[src/source/dcache_pkg.sv]
// ---------------------------------------------------------------------
// Data cache package.
// Geometry, address fields, request layout and store sizes.
// ---------------------------------------------------------------------

package dcache_pkg;

    // Fixed geometry.
    localparam int ADDR_W         = 32;
    localparam int DWORD_W        = 64;
    localparam int SETS           = 16;
    localparam int WORDS_PER_LINE = 8;
    localparam int LINE_W         = WORDS_PER_LINE * DWORD_W;
    localparam int INDEX_W        = $clog2(SETS);
    localparam int OFFSET_W       = $clog2(WORDS_PER_LINE);
    localparam int BYTE_W         = $clog2(DWORD_W / 8);
    localparam int TAG_W          = ADDR_W - INDEX_W - OFFSET_W - BYTE_W;

    typedef logic [INDEX_W-1:0]  index_t;
    typedef logic [TAG_W-1:0]    tag_t;
    typedef logic [OFFSET_W-1:0] offset_t;
    typedef logic [LINE_W-1:0]   line_t;

    // One address word with the tag at the top.
    typedef struct packed {
        tag_t                tag;
        index_t              index;
        offset_t             offset;
        logic [BYTE_W-1:0]   byte_off;
    } dcache_addr_t;

    // Store access sizes.
    typedef enum logic [1:0] {
        SB = 2'b00,
        SH = 2'b01,
        SW = 2'b10,
        SD = 2'b11
    } store_size_e;

    // Request from the core side controller.
    typedef struct packed {
        dcache_addr_t         addr;
        logic [DWORD_W-1:0]   data;
        store_size_e          size;
    } dcache_req_t;

endpackage

[src/source/lru_tracker.sv]
// ---------------------------------------------------------------------
// LRU tracker with one age counter per way and set.
// Age 0 marks the victim and a touch makes the hit way youngest.
// ---------------------------------------------------------------------

`timescale 1ns/1ps

module lru_tracker #(
    parameter int WAYS = 4
) (
    input  logic                     clk,
    input  logic                     arstn,
    input  dcache_pkg::index_t       i_index,
    input  logic                     i_touch,
    input  logic                     i_hit,
    input  logic [WAYS-1:0]          i_hit_way,
    output logic [$clog2(WAYS)-1:0]  o_victim_way
);

    import dcache_pkg::*;

    localparam int WAY_W = $clog2(WAYS);

    logic [SETS-1:0][WAYS-1:0][WAY_W-1:0] age_q;

    logic [WAY_W-1:0] hit_age;
    logic             ages_distinct;

    always_comb begin
        hit_age      = '0;
        o_victim_way = '0;
        for (int w = 0; w < WAYS; w++) begin
            if (i_hit_way[w]) begin
                hit_age = hit_age | age_q[i_index][w];
            end
            if (age_q[i_index][w] == '0) begin
                o_victim_way = WAY_W'(w);
            end
        end
    end

    // Reset order makes way 0 the first victim.
    always_ff @(posedge clk or negedge arstn) begin
        if (!arstn) begin
            for (int s = 0; s < SETS; s++) begin
                for (int w = 0; w < WAYS; w++) begin
                    age_q[s][w] <= WAY_W'(w);
                end
            end
        end else if (i_touch && i_hit) begin
            for (int w = 0; w < WAYS; w++) begin
                if (i_hit_way[w]) begin
                    age_q[i_index][w] <= WAY_W'(WAYS - 1);
                end else if (age_q[i_index][w] > hit_age) begin
                    age_q[i_index][w] <= age_q[i_index][w] - 1'b1;
                end
            end
        end
    end

    always_comb begin
        ages_distinct = 1'b1;
        for (int a = 0; a < WAYS; a++) begin
            for (int b = a + 1; b < WAYS; b++) begin
                if (age_q[i_index][a] == age_q[i_index][b]) begin
                    ages_distinct = 1'b0;
                end
            end
        end
    end

    a_ages_distinct: assert property (@(posedge clk) disable iff (!arstn)
        ages_distinct);

endmodule

[config.mk]
export PLATFORM = sky130hd
export DESIGN_NAME = lru_tracker
export DESIGN_NICKNAME = d
export VERILOG_FILES = /design/src/source/dcache_pkg.sv /design/src/source/lru_tracker.sv
export SDC_FILE = /design/constraint.sdc
export NUM_CORES = 1
export LEC_CHECK = 0
export BUFFER_PORTS_ARGS = -buffer_cell sky130_fd_sc_hd__buf_2
export CAP_MARGIN = 10
export CORE_MARGIN = 10
export CORE_UTILIZATION = 25
export DETAILED_ROUTE_END_ITERATION = 10
export PLACE_DENSITY = 0.51
export RECOVER_POWER = 50
export SYNTH_ARGS = -nofsm -noshare
export SYNTH_HDL_FRONTEND = slang
export SYNTH_SLANG_ARGS = --single-unit
[constraint.sdc]
create_clock -name clk -period 9.2 [get_ports clk]
set_clock_uncertainty 0.2 [all_clocks]
set_input_delay 1.84 -clock clk [delete_from_list [all_inputs] [get_ports clk]]
set_output_delay 1.84 -clock clk [all_outputs]
set_load 0.05 [all_outputs]
After elaboration in Yosys (flattened, before gate mapping) --
Cells that the tools add are included.
Word-level totals: flip-flop bits (word level) 128, logic and storage cells 118
Operators by class: reductions and logical operators 5, add/subtract/negate cells 4, muxes and demuxes 32, magnitude comparators 6, bitwise gates (word level) 7
Operator list (count):
- $mux W128 | 11
- $bwmux W128 | 4
- $or A128 B128 Y128 | 4
- $demux W8 S4 | 4
- $bmux W8 S4 | 1
- $mux W8 | 2
- $mux W2 | 7
- $gt A2 B2 Y1 | 4
- $sub A2 B1 Y2 const B | 4
- $logic_not A2 Y1 | 3
- $mux W6 | 1
- $or A2 B2 Y2 | 3
- $lt A4 B5 Y1 const B | 1
- $ge A4 B1 Y1 const B | 1
- $mux W4 | 1
- $logic_and A1 B1 Y1 | 2
- $mux W1 | 1

Logic depth before layout (Yosys ltp) --
Gate-level depths: netlist of the first run.
word-level depth 24, depth in mapped cells 18

Least setup slack after synthesis of the first run --
No wires, ideal clock.
path kind input to output, start input i_index[0], end output o_victim_way[0], setup slack 2.944 ns, cell stages on the path 8, arrival 4.216 ns, path buffers 3, path through buf_6 -> buf_2 -> buf_2 -> mux4_2 -> mux2_2 -> o21ai_0 -> ha_1 -> a21o_1
Between the ends: word-level cells in the longest chain between the ends 6, elaborated cells between the ends (all ways) 8, those cells by class mux (5); reduce/logical (3)
Ends and longest elaborated chain:
- start: declaration | line lru_tracker.sv:13 | input dcache_pkg::index_t i_index,
- $bmux W8 S4 *
- $mux W8 (not written as such) * | line lru_tracker.sv:36 | if (age_q[i_index][w] == '0) begin
- $logic_not A2 Y1 | line lru_tracker.sv:36
- $mux W1 | line lru_tracker.sv:36
- $mux W2 | line lru_tracker.sv:36
- $mux W2 * | line lru_tracker.sv:36
- end: declaration | line lru_tracker.sv:17 | output logic [$clog2(WAYS)-1:0] o_victim_way
Mark *: on every way between the ends. The rest lies on a longest branch, timed or not. The select of a mux whose other input is x is not followed.

Worst setup path in the final report of the first run --
start input i_index[1], end output o_victim_way[0]
The elaborated chain is that of the path after synthesis.

==> results of run 1 <==
how the worst min path moves through the flow:
stage                      startpoint                endpoint  depth (start not counted)
2_1_floorplan  age_q[107]$_DFFE_PN0P_  age_q[107]$_DFFE_PN0P_                          1
6_report       age_q[115]$_DFFE_PN0P_  age_q[115]$_DFFE_PN0P_                          1
3_3_place_gp    age_q[59]$_DFFE_PN0P_   age_q[59]$_DFFE_PN0P_                          1
4_1_cts        age_q[115]$_DFFE_PN0P_  age_q[115]$_DFFE_PN0P_                          1
3_5_place_dp   age_q[115]$_DFFE_PN0P_  age_q[115]$_DFFE_PN0P_                          1
5_1_grt        age_q[122]$_DFFE_PN1P_  age_q[122]$_DFFE_PN1P_                          1
layout by cell type (no fill, tap or decap), types with 17 or more instances in the layout:
master,instances
sky130_fd_sc_hd__mux2i_1,20
sky130_fd_sc_hd__clkbuf_16,17
sky130_fd_sc_hd__nor3_1,18
sky130_fd_sc_hd__a2bb2oi_1,32
sky130_fd_sc_hd__mux2_2,34
sky130_fd_sc_hd__nand2_1,40
sky130_fd_sc_hd__dfstp_2,64
sky130_fd_sc_hd__mux4_2,23
sky130_fd_sc_hd__a21oi_1,57
sky130_fd_sc_hd__dfrtp_1,64
sky130_fd_sc_hd__o22a_1,32
sky130_fd_sc_hd__buf_4,18
sky130_fd_sc_hd__nor2_1,53
routing by layer:
metal	wire length, um	vias up
met5	0	-
met4	283	0
met3	891	20
met2	8770	119
met1	9250	2452
li1	-	2203
cell families after synthesis:
logic type	count (synthesis)
buffers and inverters	46
muxes	81
and+or+nand+nor	144
DFF	128
adders and majority gates	8
AOI/OAI and AO/OA	170
power by group:
group          internal, W  switching (W)
clock             0.000396       0.000263
combinational     0.000302       0.000356
sequential        0.000839       0.000117
Yosys cell counts, types with 5 or more instances:
cell and instances:
sky130_fd_sc_hd__mux4_2 23, sky130_fd_sc_hd__dfstp_2 64, sky130_fd_sc_hd__dfrtp_1 64, sky130_fd_sc_hd__a22oi_1 7
sky130_fd_sc_hd__nand2_1 40, sky130_fd_sc_hd__mux2i_1 20, sky130_fd_sc_hd__buf_2 14, sky130_fd_sc_hd__mux2_2 34
sky130_fd_sc_hd__o21ai_1 5, sky130_fd_sc_hd__ha_1 7, sky130_fd_sc_hd__inv_1 8, sky130_fd_sc_hd__nor2_1 53
sky130_fd_sc_hd__o22a_1 32, sky130_fd_sc_hd__buf_6 6, sky130_fd_sc_hd__a2bb2oi_1 32, sky130_fd_sc_hd__a21oi_2 11
sky130_fd_sc_hd__nand2b_1 7, sky130_fd_sc_hd__clkbuf_1 14, sky130_fd_sc_hd__nor3_1 19, sky130_fd_sc_hd__a21oi_1 57
through the flow:
stage	setup slack (ns)	cell area (sq um)	util	power, W
floorplan	2.94	6690	-	0.00143
global placement	2.36	7120	0.272	0.00163
detailed placement	2.21	7120	0.272	0.00162
CTS	2.49	7690	0.293	0.00229
global route	1.40	7690	0.293	0.00241
finish	1.78	7690	0.293	0.00227
cell type report:
cell class	instances	area, sq um
well taps	335	419
clock inverters	15	145
inverters	8	30.0
fillers	2632	18500
multi-input cells	403	3190
flip-flops and latches	128	3280
repair buffers	31	198
clock buffers	17	425
==> results.txt, run 1 <==
The run finished, with violations left. The final reports fail on max-capacitance violations, max-slew violations. Hold is met by 0.293 ns. The layout net count came out at 608. The number of instances in the synthesized netlist came out at about 580. The number of placed instances, taps included came out at 905. Detailed placement finished with a half-perimeter wire length of roughly 14 mm. The final critical-path share of the clock period is 0.807. The core box area is 26200 sq um. The number of I/O pins is 14. The global-route total usage across every layer is 0.118. TritonCTS built the clock tree. The register bit total from synthesis is 128. The area of the die is 33700 sq um. The area growth from synthesis to final layout came out at 14.9%. The number of endpoints failing setup at the final stage is 0. The number of hold-slack violations in the final timing report came out at 0.

The count of cells in the finished layout, fillers not included, comes to 937. The met3 track demand over resource in global routing came out at 0.0249. Among all flip-flop cells after synthesis, the most frequent one is sky130_fd_sc_hd__dfstp_2. The post-cts repair resize count came out at 0.

The number of flip-flops in the largest register is 128. The final estimated routing congestion in global placement is roughly 0.8. In the final layout, the registers with the most flip-flops are age_q (128). The post-synthesis cell type count came out at 55. Power spread over the standard cell area amounts to 296 nW/um^2.

The tool flagged a number of max-cap violations equal to 2. The pin count of the biggest net entering global routing came out at 77. The global routing stage identified its most utilized layer as met2. The root buffer cell chosen for the clock tree is sky130_fd_sc_hd__clkbuf_16. The overall die height came out at 184 um. In this run the horizontal extent of the chip is 184 um. For this run, asynchronously set or reset flops after synthesis account for 1.00. Of the total synthesized cell area, the portion taken by full adders, half adders and majority gates is 0.0146. In this run the worst path has a maximum fanout of 26. The signal on the critical path passes through clkbuf_1 > buf_4 > mux4_2 > mux2_2 > o21ai_0 > ha_1 > a21o_1 > buf_2. Clock tree synthesis found a total of 128 sinks. The routed design could run at a clock period as short as approximately 7.4 ns.

The worst register-to-register path begins at age_q[90]$_DFFE_PN1P_. The count of antenna-violating nets left after detailed routing came out at 0. The clock-pin slew on the worst setup and hold paths came out at 0.06 ns. The worst-case reg-to-reg path depth is 11. The data arrival time of the critical path is approximately 5.4 ns. The detailed-route wire length came out at around 19 mm. In the post-synthesis netlist, the biggest area contributors are sky130_fd_sc_hd__dfstp_2 (25%), sky130_fd_sc_hd__dfrtp_1 (24%), sky130_fd_sc_hd__mux4_2 (7.7%).

In the routed design, unresolved DRC markers number 0. The source-to-sink clock delay at the later pin of the worst-skew pair came out at 0.43 ns. The relative slew slack is -0.984. The total of warnings raised by yosys is 0. The number of antenna violations at the first check in global routing was 0. The initial utilization of the core area, before any placement, comes to 0.255.

The DRC marker count from the first detailed-route iteration came out at 325. The slowest stage of the critical path belongs to the cell sky130_fd_sc_hd__clkbuf_1. The number of nets in the synthesized netlist is 596. The share of synthesized area in the top cell type comes to 0.251. The antenna cell count came out at 0.

The delay of the slowest cell on the worst path is 1.19 ns. The TritonCTS buffer count came out at 17. The fmax is 135 MHz. The buffer depth of the longest clock path came out at 2. The type of the setup path with the least slack is primary input to primary output. The number of vias per cell came out at 5.12. The share of synthesized cell area in and, or, nand and nor gates is 0.0995. The count of buffer and inverter cells on the critical path is 3. The length of the first detailed-routing pass in iterations is 5.

The worst IR drop on VDD came out at 0.161 mV. The count of port buffers added during placement came out at 13. Buffers added to address setup during post-CTS repair amount to 0. The total count of max-transition violations in the final report was 77. The cell area that synthesis handed to floorplanning was between 6000 and 7000 sq um. The post-synthesis share of cell area spent on xor and xnor gates is 0. The endpoint of the worst-slack reg-to-reg timing path is age_q[70]$_DFFE_PN1P_. The total negative slack came out at 0 ns. After clock tree synthesis, the flow added hold-fix buffers numbering 0.

The total number of vias is 4794. The CTS H-tree depth came out at 4. The share of layout cells above drive strength 1 came out at 0.344. The number of synthesized flops with an enable pin is 0. The worst hold path belongs to the class register to register. A synthesized cell averages 11.6 sq um. The largest area contributor in the netlist is sky130_fd_sc_hd__dfstp_2.

The worst path required time came out at 7.16 ns. For this run the aggregate overflow at the end of global routing stands at 0. The register with the most flip-flops in the final layout is age_q.

The critical path crosses 8 cells after its start point. The met1 usage in global routing came out at 0.167. The critical path ends at o_victim_way[0]. Setup repair after global routing left no endpoint under its margin. The routed length per placed instance came out at 20.5 um. The number of global-route vias before repair came out at 5022. The fraction of met2 tracks used by global routing is 0.177.

For flop-to-flop paths, the worst setup slack is 4.75 ns. The standard-cell row count came out at 59. The multiplexer fraction of the synthesized cell area came out at 0.171.

The worst-margin pin slew came out at 2.98 ns. The sequential cell area fraction in the yosys report is 0.491. The main combinational cell family by area after synthesis is compound AO/OA/AOI/OAI gates. The complex-gate fraction of the synthesized area came to 0.189. The wire length of the first global-routing pass came out at 30.9 mm. The family with the most delay on the worst path is buffers and inverters. The launch point of the critical path is i_index[1]. STA classifies the critical path startpoint as a primary input.

The total leakage power is 3.02 nW. The worst setup path is captured at a primary output.
(Power assumes the default switching activity.)
==> inputs of run 2 (changes only) <==
==> constraint.sdc (replaced) <==
create_clock -name clk -period 7.7 [get_ports clk]
set_clock_uncertainty 0.2 [all_clocks]
set_input_delay 1.54 -clock clk [delete_from_list [all_inputs] [get_ports clk]]
set_output_delay 1.54 -clock clk [all_outputs]
set_load 0.05 [all_outputs]
==> run 2 against run 1 <==
- the run still ends with max-capacitance violations, max-slew violations left
- routed wire length grew 3.9%
- register-to-register slack lost 1.3 ns
- first-iteration DRC count grew 15%
- worst hold slack lost 0.00050 ns
- design area grew 0.55%
- sequential cell count is the same
- global-route usage grew 0.27 points
==> results.txt, run 2 (synthesized netlist as in run 1, its figures left out) <==
The area of the die is 33700 sq um (unchanged). The sum of overflow across all layers after global routing was 0 (unchanged). The worst path needs 5.96 ns of the cycle, external delays included. Cells along the critical path: buf_2 > buf_4 > mux2i_1 > a221o_1 > a211oi_1 > nor2_1 > ha_1 > or2_2 > buf_2 (was clkbuf_1 > buf_4 > mux4_2 > mux2_2 > o21ai_0 > ha_1 > a21o_1 > buf_2). Commonest cells after routing, fill and taps aside: sky130_fd_sc_hd__dfrtp_1 (64), sky130_fd_sc_hd__dfstp_2 (64), sky130_fd_sc_hd__a21oi_1 (57) (unchanged). The DRC marker count from the first detailed-route iteration came to 374 (was 325). The worst IR drop on VDD came to 0.177 mV (was 0.161 mV).

The worst path required time is 5.96 ns (was 7.16 ns). The total leakage power is 3.02 nW (about the same). The kind of start point of the critical path is a primary input (unchanged). The number of flip-flops in the largest register came out at 128 (unchanged). The fmax is 168 MHz.

The final estimated routing congestion in global placement is 0.836 (was 0.792). The count of antenna-violating nets left after detailed routing is 0 (unchanged). The delay of the slowest cell on the worst path is 0.61 ns (was 1.19 ns). The total count of max-transition violations in the final report is 131 (was 77).

The layout net count is 608 (unchanged). The number of sinks driven by the clock tree is 128 (unchanged). The number of hold-slack violations in the final timing report came out at 0 (unchanged). The number of post-CTS setup repair buffers came out at 0 (unchanged). The library cell contributing the largest single delay on the critical path is sky130_fd_sc_hd__buf_2 (was sky130_fd_sc_hd__clkbuf_1). The clock-pin slew on the worst setup and hold paths is 0.05 ns (was 0.06 ns). The type of the setup path with the least slack is primary input to primary output (unchanged). The family with the most delay on the worst path is buffers and inverters (unchanged). The wire length of the first global-routing pass came to 31.1 mm (was 30.9 mm). The post-cts repair resize count is 0 (unchanged).

Setup repair after global routing missed its margin: no (unchanged). The data arrival time of the critical path is 4.22 ns (was 5.38 ns). Result of the run: finished with violations (unchanged). The worst setup slack after placement came out at 1.55 ns (was 2.21 ns). The overall die height came out at 184 um (unchanged). The standard-cell row count came to 59 (unchanged). The worst-case reg-to-reg path depth came to 11 (unchanged). The worst hold-check slack is 0.293 ns (about the same). The non-filler instance count after layout is 937 (unchanged). The remaining routing DRC violations is 0 (unchanged). The root buffer cell is sky130_fd_sc_hd__clkbuf_16 (unchanged). The number of I/O pins came out at 14 (unchanged). The final critical-path share of the clock period is 0.774. The number of vias per cell came out at 5.17 (was 5.12).

The starting density of the core came out at 0.255 (unchanged). The critical register-to-register path startpoint is age_q[90]$_DFFE_PN1P_ (unchanged). The number of global-route vias before repair was 4941 (was 5022). The pin count of the biggest net entering global routing was 68 (was 77). The launch point of the critical path is i_index[1] (unchanged). The most numerous cell type found on the critical path is sky130_fd_sc_hd__buf_2. The count of buffer and inverter cells on the critical path is 3 (unchanged). The routed length per placed instance is 21.3 um (was 20.5 um). The cell depth of the worst hold path was 1 (unchanged).

The maximum fanout count along the critical path is 27 (was 26). The share of layout cells above drive strength 1 was 0.341 (was 0.344). The length of the first detailed-routing pass in iterations is 5 (unchanged). The number of antenna violations at the first check in global routing is 0 (unchanged).

The area growth from synthesis to final layout was 15.5% (was 14.9%). The clock tree from TritonCTS is built (unchanged). The final worst slack is 1.74 ns (was 1.78 ns). The number of placed instances, taps included is 905 (unchanged). The CTS H-tree depth came out at 4 (unchanged).

The kind of path behind the tightest hold check was register to register (unchanged). The count of hold buffers inserted by post-cts repair is 0 (unchanged). The post-detailed-placement half-perimeter wirelength came to 14.1 mm (was 13.7 mm). Registers with the most flip-flops: age_q (128) (unchanged). The source-to-sink clock delay at the later pin of the worst-skew pair is 0.42 ns (was 0.43 ns). The number of endpoints failing setup at the final stage came out at 0 (unchanged). The global-route total usage across every layer came out at 0.121 (was 0.118). The core box area came out at 26200 sq um (unchanged).

The total stage count of the critical path is 9 (was 8). The total number of vias is 4843 (was 4794). The worst-margin pin slew is 3.39 ns (was 2.98 ns). The type of element capturing the critical path is a primary output (unchanged). The ratio of total power to cell area was 361 nW/um^2 (was 296 nW/um^2).

The number of filler cells placed in the layout was 2656 (was 2632). The TritonCTS buffer count came to 17 (unchanged). The antenna cell count is 0 (unchanged).

The buffer depth of the longest clock path is 2 (unchanged). The count of port buffers added during placement is 13 (unchanged). The detailed-route wire length came out at 19.9 mm (was 19.2 mm). The register ranked first by flip-flop count was age_q (unchanged). The relative slew slack came out at -1.26 (was -0.984).

The width of the die is 184 um (unchanged). The max capacitance violation total is 2 (unchanged). Failing checks: max-capacitance violations, max-slew violations (unchanged). The total negative slack came out at 0 ns (unchanged). The origin of the worst min-delay path is age_q[11]$_DFFE_PN0P_ (was age_q[115]$_DFFE_PN0P_).
run 2: cell types whose count changed in the layout (fill, tap and decap cells not counted), sizes merged:
cell	change
bufinv	+1
clkinvlp	+2
inv	-1
clkinv	-8
clkbuf	+6
run 2: final timing paths:
kind                                          end  slack, ns
max                               o_victim_way[1]       1.74
min                         age_q[11]$_DFFE_PN0P_       0.29
max reg2reg                age_q[126]$_DFFE_PN1P_       3.48
min reg2reg                 age_q[11]$_DFFE_PN0P_       0.29
max in group asynchronous   age_q[75]$_DFFE_PN0P_       2.18
min in group asynchronous   age_q[35]$_DFFE_PN0P_       2.07
run 2: where the power goes:
part / switching, W / internal [W]
combinational: 0.000435 / 0.000367
clock: 0.000300 / 0.000542
sequential: 0.000144 / 0.00100
run 2: metal layers:
metal  vias up  part of all wire  track usage
met3        25             0.054       0.0265
met4         0             0.017       0.0374
met2       130              0.46        0.184
met1      2482              0.47        0.168
li1       2206                 -            -
met5         -                 0            0
run 2: layout make-up:
| type | instances | area, sq um | area share |
|---|---|---|---|
| Tap cell | 335 | 419 | 0.0542 |
| Multi-Input combinational cell | 403 | 3180 | 0.412 |
| Timing Repair Buffer | 31 | 196 | 0.0254 |
| Sequential cell | 128 | 3280 | 0.425 |
| Clock buffer | 23 | 488 | 0.0631 |
| Clock inverter | 9 | 130 | 0.0168 |
| Inverter | 8 | 30.0 | 0.00389 |
run 2: per-stage QoR:
stage	util	area, sq um	power, W
finish	0.295	7730	0.00279
detailed placement	0.272	7120	0.00195
CTS	0.295	7730	0.00281
global route	0.295	7730	0.00294
global placement	0.272	7120	0.00195
floorplan	-	6690	0.00171
==> inputs of run 3 (changes only) <==
--- a/config.mk
+++ b/config.mk
@@ -10,7 +10,7 @@
 export CORE_MARGIN = 10
 export CORE_UTILIZATION = 25
 export DETAILED_ROUTE_END_ITERATION = 10
-export PLACE_DENSITY = 0.51
+export PLACE_DENSITY = 0.52
 export RECOVER_POWER = 50
 export SYNTH_ARGS = -nofsm -noshare
 export SYNTH_HDL_FRONTEND = slang
==> constraint.sdc (replaced) <==
create_clock -name clk -period 5.2 [get_ports clk]
set_clock_uncertainty 0.2 [all_clocks]
set_input_delay 1.04 -clock clk [delete_from_list [all_inputs] [get_ports clk]]
set_output_delay 1.04 -clock clk [all_outputs]
set_load 0.05 [all_outputs]
==> run 3 against run 2 <==
- setup slack worse by 1.5 ns
- sequential power increased by 47%
- via count increased by 1.5%
- the run still ends with max-capacitance violations, max-slew violations left
- largest cell class unchanged
- global-route usage grew 0.24 points
==> results.txt, run 3 (synthesized netlist as in run 1, its figures left out) <==
The overall die height came out at 184 um (unchanged). The relative slew slack is -1.38 (was -1.26). The starting density of the core was 0.255 (unchanged). The critical register-to-register path startpoint is age_q[52]$_DFFE_PN0P_ (was age_q[90]$_DFFE_PN1P_). The number of vias per cell came out at 5.12 (was 5.17). The data arrival time of the critical path was 3.68 ns (was 4.22 ns). The global-route total usage across every layer came out at 0.123 (was 0.121). The total count of max-transition violations in the final report is 66 (was 131). The post-route total power is 0.00418 W (was 0.00279 W).

The count of port buffers added during placement was 13 (unchanged). The worst hold-check slack is 0.290 ns (was 0.293 ns). The kind of path behind the tightest hold check is register to register (unchanged). The count of antenna-violating nets left after detailed routing is 0 (unchanged).

The number of filler cells placed in the layout is 2640 (was 2656). The remaining routing DRC violations came to 0 (unchanged). The type of the setup path with the least slack is primary input to primary output (unchanged). The core box area came out at 26200 sq um (unchanged). Derived from the worst setup path, the maximum achievable clock frequency is 203 MHz.

The number of endpoints failing setup at the final stage came out at 0 (unchanged). The pin count of the biggest net entering global routing is 66 (was 68). The width of the die came out at 184 um (unchanged). The number of global-route vias before repair came out at 5083 (was 4941). The root buffer cell was sky130_fd_sc_hd__clkbuf_16 (unchanged). The fraction of power spent switching nets was 0.313 (was 0.315). The TritonCTS buffer count is 17 (unchanged). The number of placed instances, taps included is 929 (was 905).

The post-detailed-placement half-perimeter wirelength is 14.5 mm (was 14.1 mm). The number of hold-slack violations in the final timing report came out at 0 (unchanged). The worst path required time is 3.96 ns (was 5.96 ns). The length of the first detailed-routing pass in iterations was 5 (unchanged). The post-cts repair resize count is 0 (unchanged). The clock group share of total power came to 0.296 (was 0.302). The worst-case reg-to-reg path depth is 12 (was 11). The layout net count is 632 (was 608). The non-filler instance count after layout came out at 961 (was 937).

The buffer depth of the longest clock path came out at 2 (unchanged). The type of element capturing the critical path was a primary output (unchanged). The number of I/O pins came out at 14 (unchanged). The routed length per placed instance is 20.9 um (was 21.3 um). The standard-cell row count is 59 (unchanged). The ratio of total power to cell area is 526 nW/um^2 (was 361 nW/um^2). The launch point of the critical path was i_index[0] (was i_index[1]). The combinational cell fraction of total power is 0.300 (was 0.287). The kind of start point of the critical path is a primary input (unchanged). The final estimated routing congestion in global placement came out at 0.853 (was 0.836).

The source-to-sink clock delay at the later pin of the worst-skew pair came out at 0.43 ns (was 0.42 ns). The detailed-route wire length came to 20.1 mm (was 19.9 mm). The CTS H-tree depth came out at 4 (unchanged).

The final critical path time including I/O delays and setup came out at just under 5 ns. Setup repair after global routing missed its margin: no (unchanged). The DRC marker count from the first detailed-route iteration was 396 (was 374). Result of the run: finished with violations (unchanged).

The part of the power in registers is 0.404 (was 0.411). The maximum fanout count along the critical path is 14 (was 27). The number of sinks driven by the clock tree is 128 (unchanged). The number of antenna violations at the first check in global routing was 1 (was 0). The switching power of the nets came to 0.00131 W (was 0.000878 W). The origin of the worst min-delay path is age_q[11]$_DFFE_PN0P_ (unchanged). The share of layout cells above drive strength 1 is 0.366 (was 0.341). The clock tree from TritonCTS is built (unchanged). The total leakage power is 3.17 nW (was 3.02 nW). The number of post-CTS setup repair buffers came out at 0 (unchanged). Commonest cells after routing, fill and taps aside: sky130_fd_sc_hd__dfrtp_1 (64), sky130_fd_sc_hd__dfstp_2 (64), sky130_fd_sc_hd__a21oi_1 (57) (unchanged). The max capacitance violation total came out at 1 (was 2). The termination of the worst setup path is o_victim_way[0] (was o_victim_way[1]). The total negative slack is 0 ns (unchanged). Of the available clock period, the critical path in the final layout requires 0.946.

The worst-case register-to-register setup slack is 1.31 ns (was 3.48 ns). The total number of vias came out at 4917 (was 4843). The area growth from synthesis to final layout came out at 18.9% (was 15.5%). The endpoint of the worst-slack reg-to-reg timing path is age_q[127]$_DFFE_PN1P_ (was age_q[126]$_DFFE_PN1P_). The number of flip-flops in the largest register is 128 (unchanged).

The antenna cell count came out at 0 (unchanged). The worst-margin pin slew is 3.57 ns (was 3.39 ns). The sum of overflow across all layers after global routing was 0 (unchanged). Failing checks: max-capacitance violations, max-slew violations (unchanged). The area of the die was 33700 sq um (unchanged).

The internal portion of total power came out at 0.00287 W (was 0.00191 W). The worst IR drop on VDD is 0.285 mV (was 0.177 mV). The count of hold buffers inserted by post-cts repair came to 0 (unchanged). Registers with the most flip-flops: age_q (128) (unchanged). The register ranked first by flip-flop count is age_q (unchanged). The wire length of the first global-routing pass came to 31.8 mm (was 31.1 mm).

The clock-pin slew on the worst setup and hold paths came to 0.06 ns (was 0.05 ns).
## run 3: metal layers
metal  vias to the layer above  routed length [um]  global-route usage
li1                       2246                   -                   -
met1                      2513                9200               0.164
met2                       134                9470               0.197
met3                        22                1120              0.0287
met4                         2                 261              0.0344
met5                         -                   7                   0
## run 3: layout make-up
| cell class | count | area [sq um] | share of cell area |
|---|---|---|---|
| Clock buffer | 21 | 472 | 0.0593 |
| Clock inverter | 11 | 134 | 0.0168 |
| Inverter | 8 | 30.0 | 0.00377 |
| Multi-Input combinational cell | 403 | 3180 | 0.400 |
| Sequential cell | 128 | 3280 | 0.413 |
| Tap cell | 335 | 419 | 0.0527 |
| Timing Repair Buffer | 55 | 437 | 0.0549 |
## run 3: how the worst min path moves through the flow
stage | endpoint | slack, ns | depth (start not counted)
3_3_place_gp | age_q[11]$_DFFE_PN0P_ | 0.27 | 1
3_5_place_dp | age_q[59]$_DFFE_PN0P_ | 0.28 | 1
4_1_cts | age_q[99]$_DFFE_PN0P_ | 0.29 | 1
2_1_floorplan | age_q[107]$_DFFE_PN0P_ | 0.25 | 1
6_report | age_q[11]$_DFFE_PN0P_ | 0.29 | 1
5_1_grt | age_q[99]$_DFFE_PN0P_ | 0.31 | 1
## run 3: critical path, stage by stage
cell and delay, ns:
sky130_fd_sc_hd__clkbuf_2 0.36, sky130_fd_sc_hd__buf_4 0.32, sky130_fd_sc_hd__mux4_2 0.55, sky130_fd_sc_hd__mux2_2 0.30, sky130_fd_sc_hd__o21ai_0 0.30, sky130_fd_sc_hd__buf_4 0.19
sky130_fd_sc_hd__ha_1 0.15, sky130_fd_sc_hd__a21o_1 0.15, sky130_fd_sc_hd__buf_2 0.28
## run 3: power groups by stage
| stage | logic, W | clock network, W | registers (W) |
|---|---|---|---|
| after floorplan | 0.000907 | 0 | 0.00162 |
| after global placement | 0.00124 | 0 | 0.00171 |
| after detailed placement | 0.00126 | 0 | 0.00170 |
| after CTS | 0.00126 | 0.00126 | 0.00169 |
| after global routing | 0.00138 | 0.00130 | 0.00174 |
| final | 0.00125 | 0.00124 | 0.00169 |
## run 3: through the flow
stage	instance area, sq um	setup WS (ns)	utilization
floorplan	6690	0.104	-
global placement	7360	0.0847	0.281
detailed placement	7360	0.0231	0.281
CTS	7970	0.252	0.304
global route	7960	0.107	0.304
finish	7960	0.281	0.304
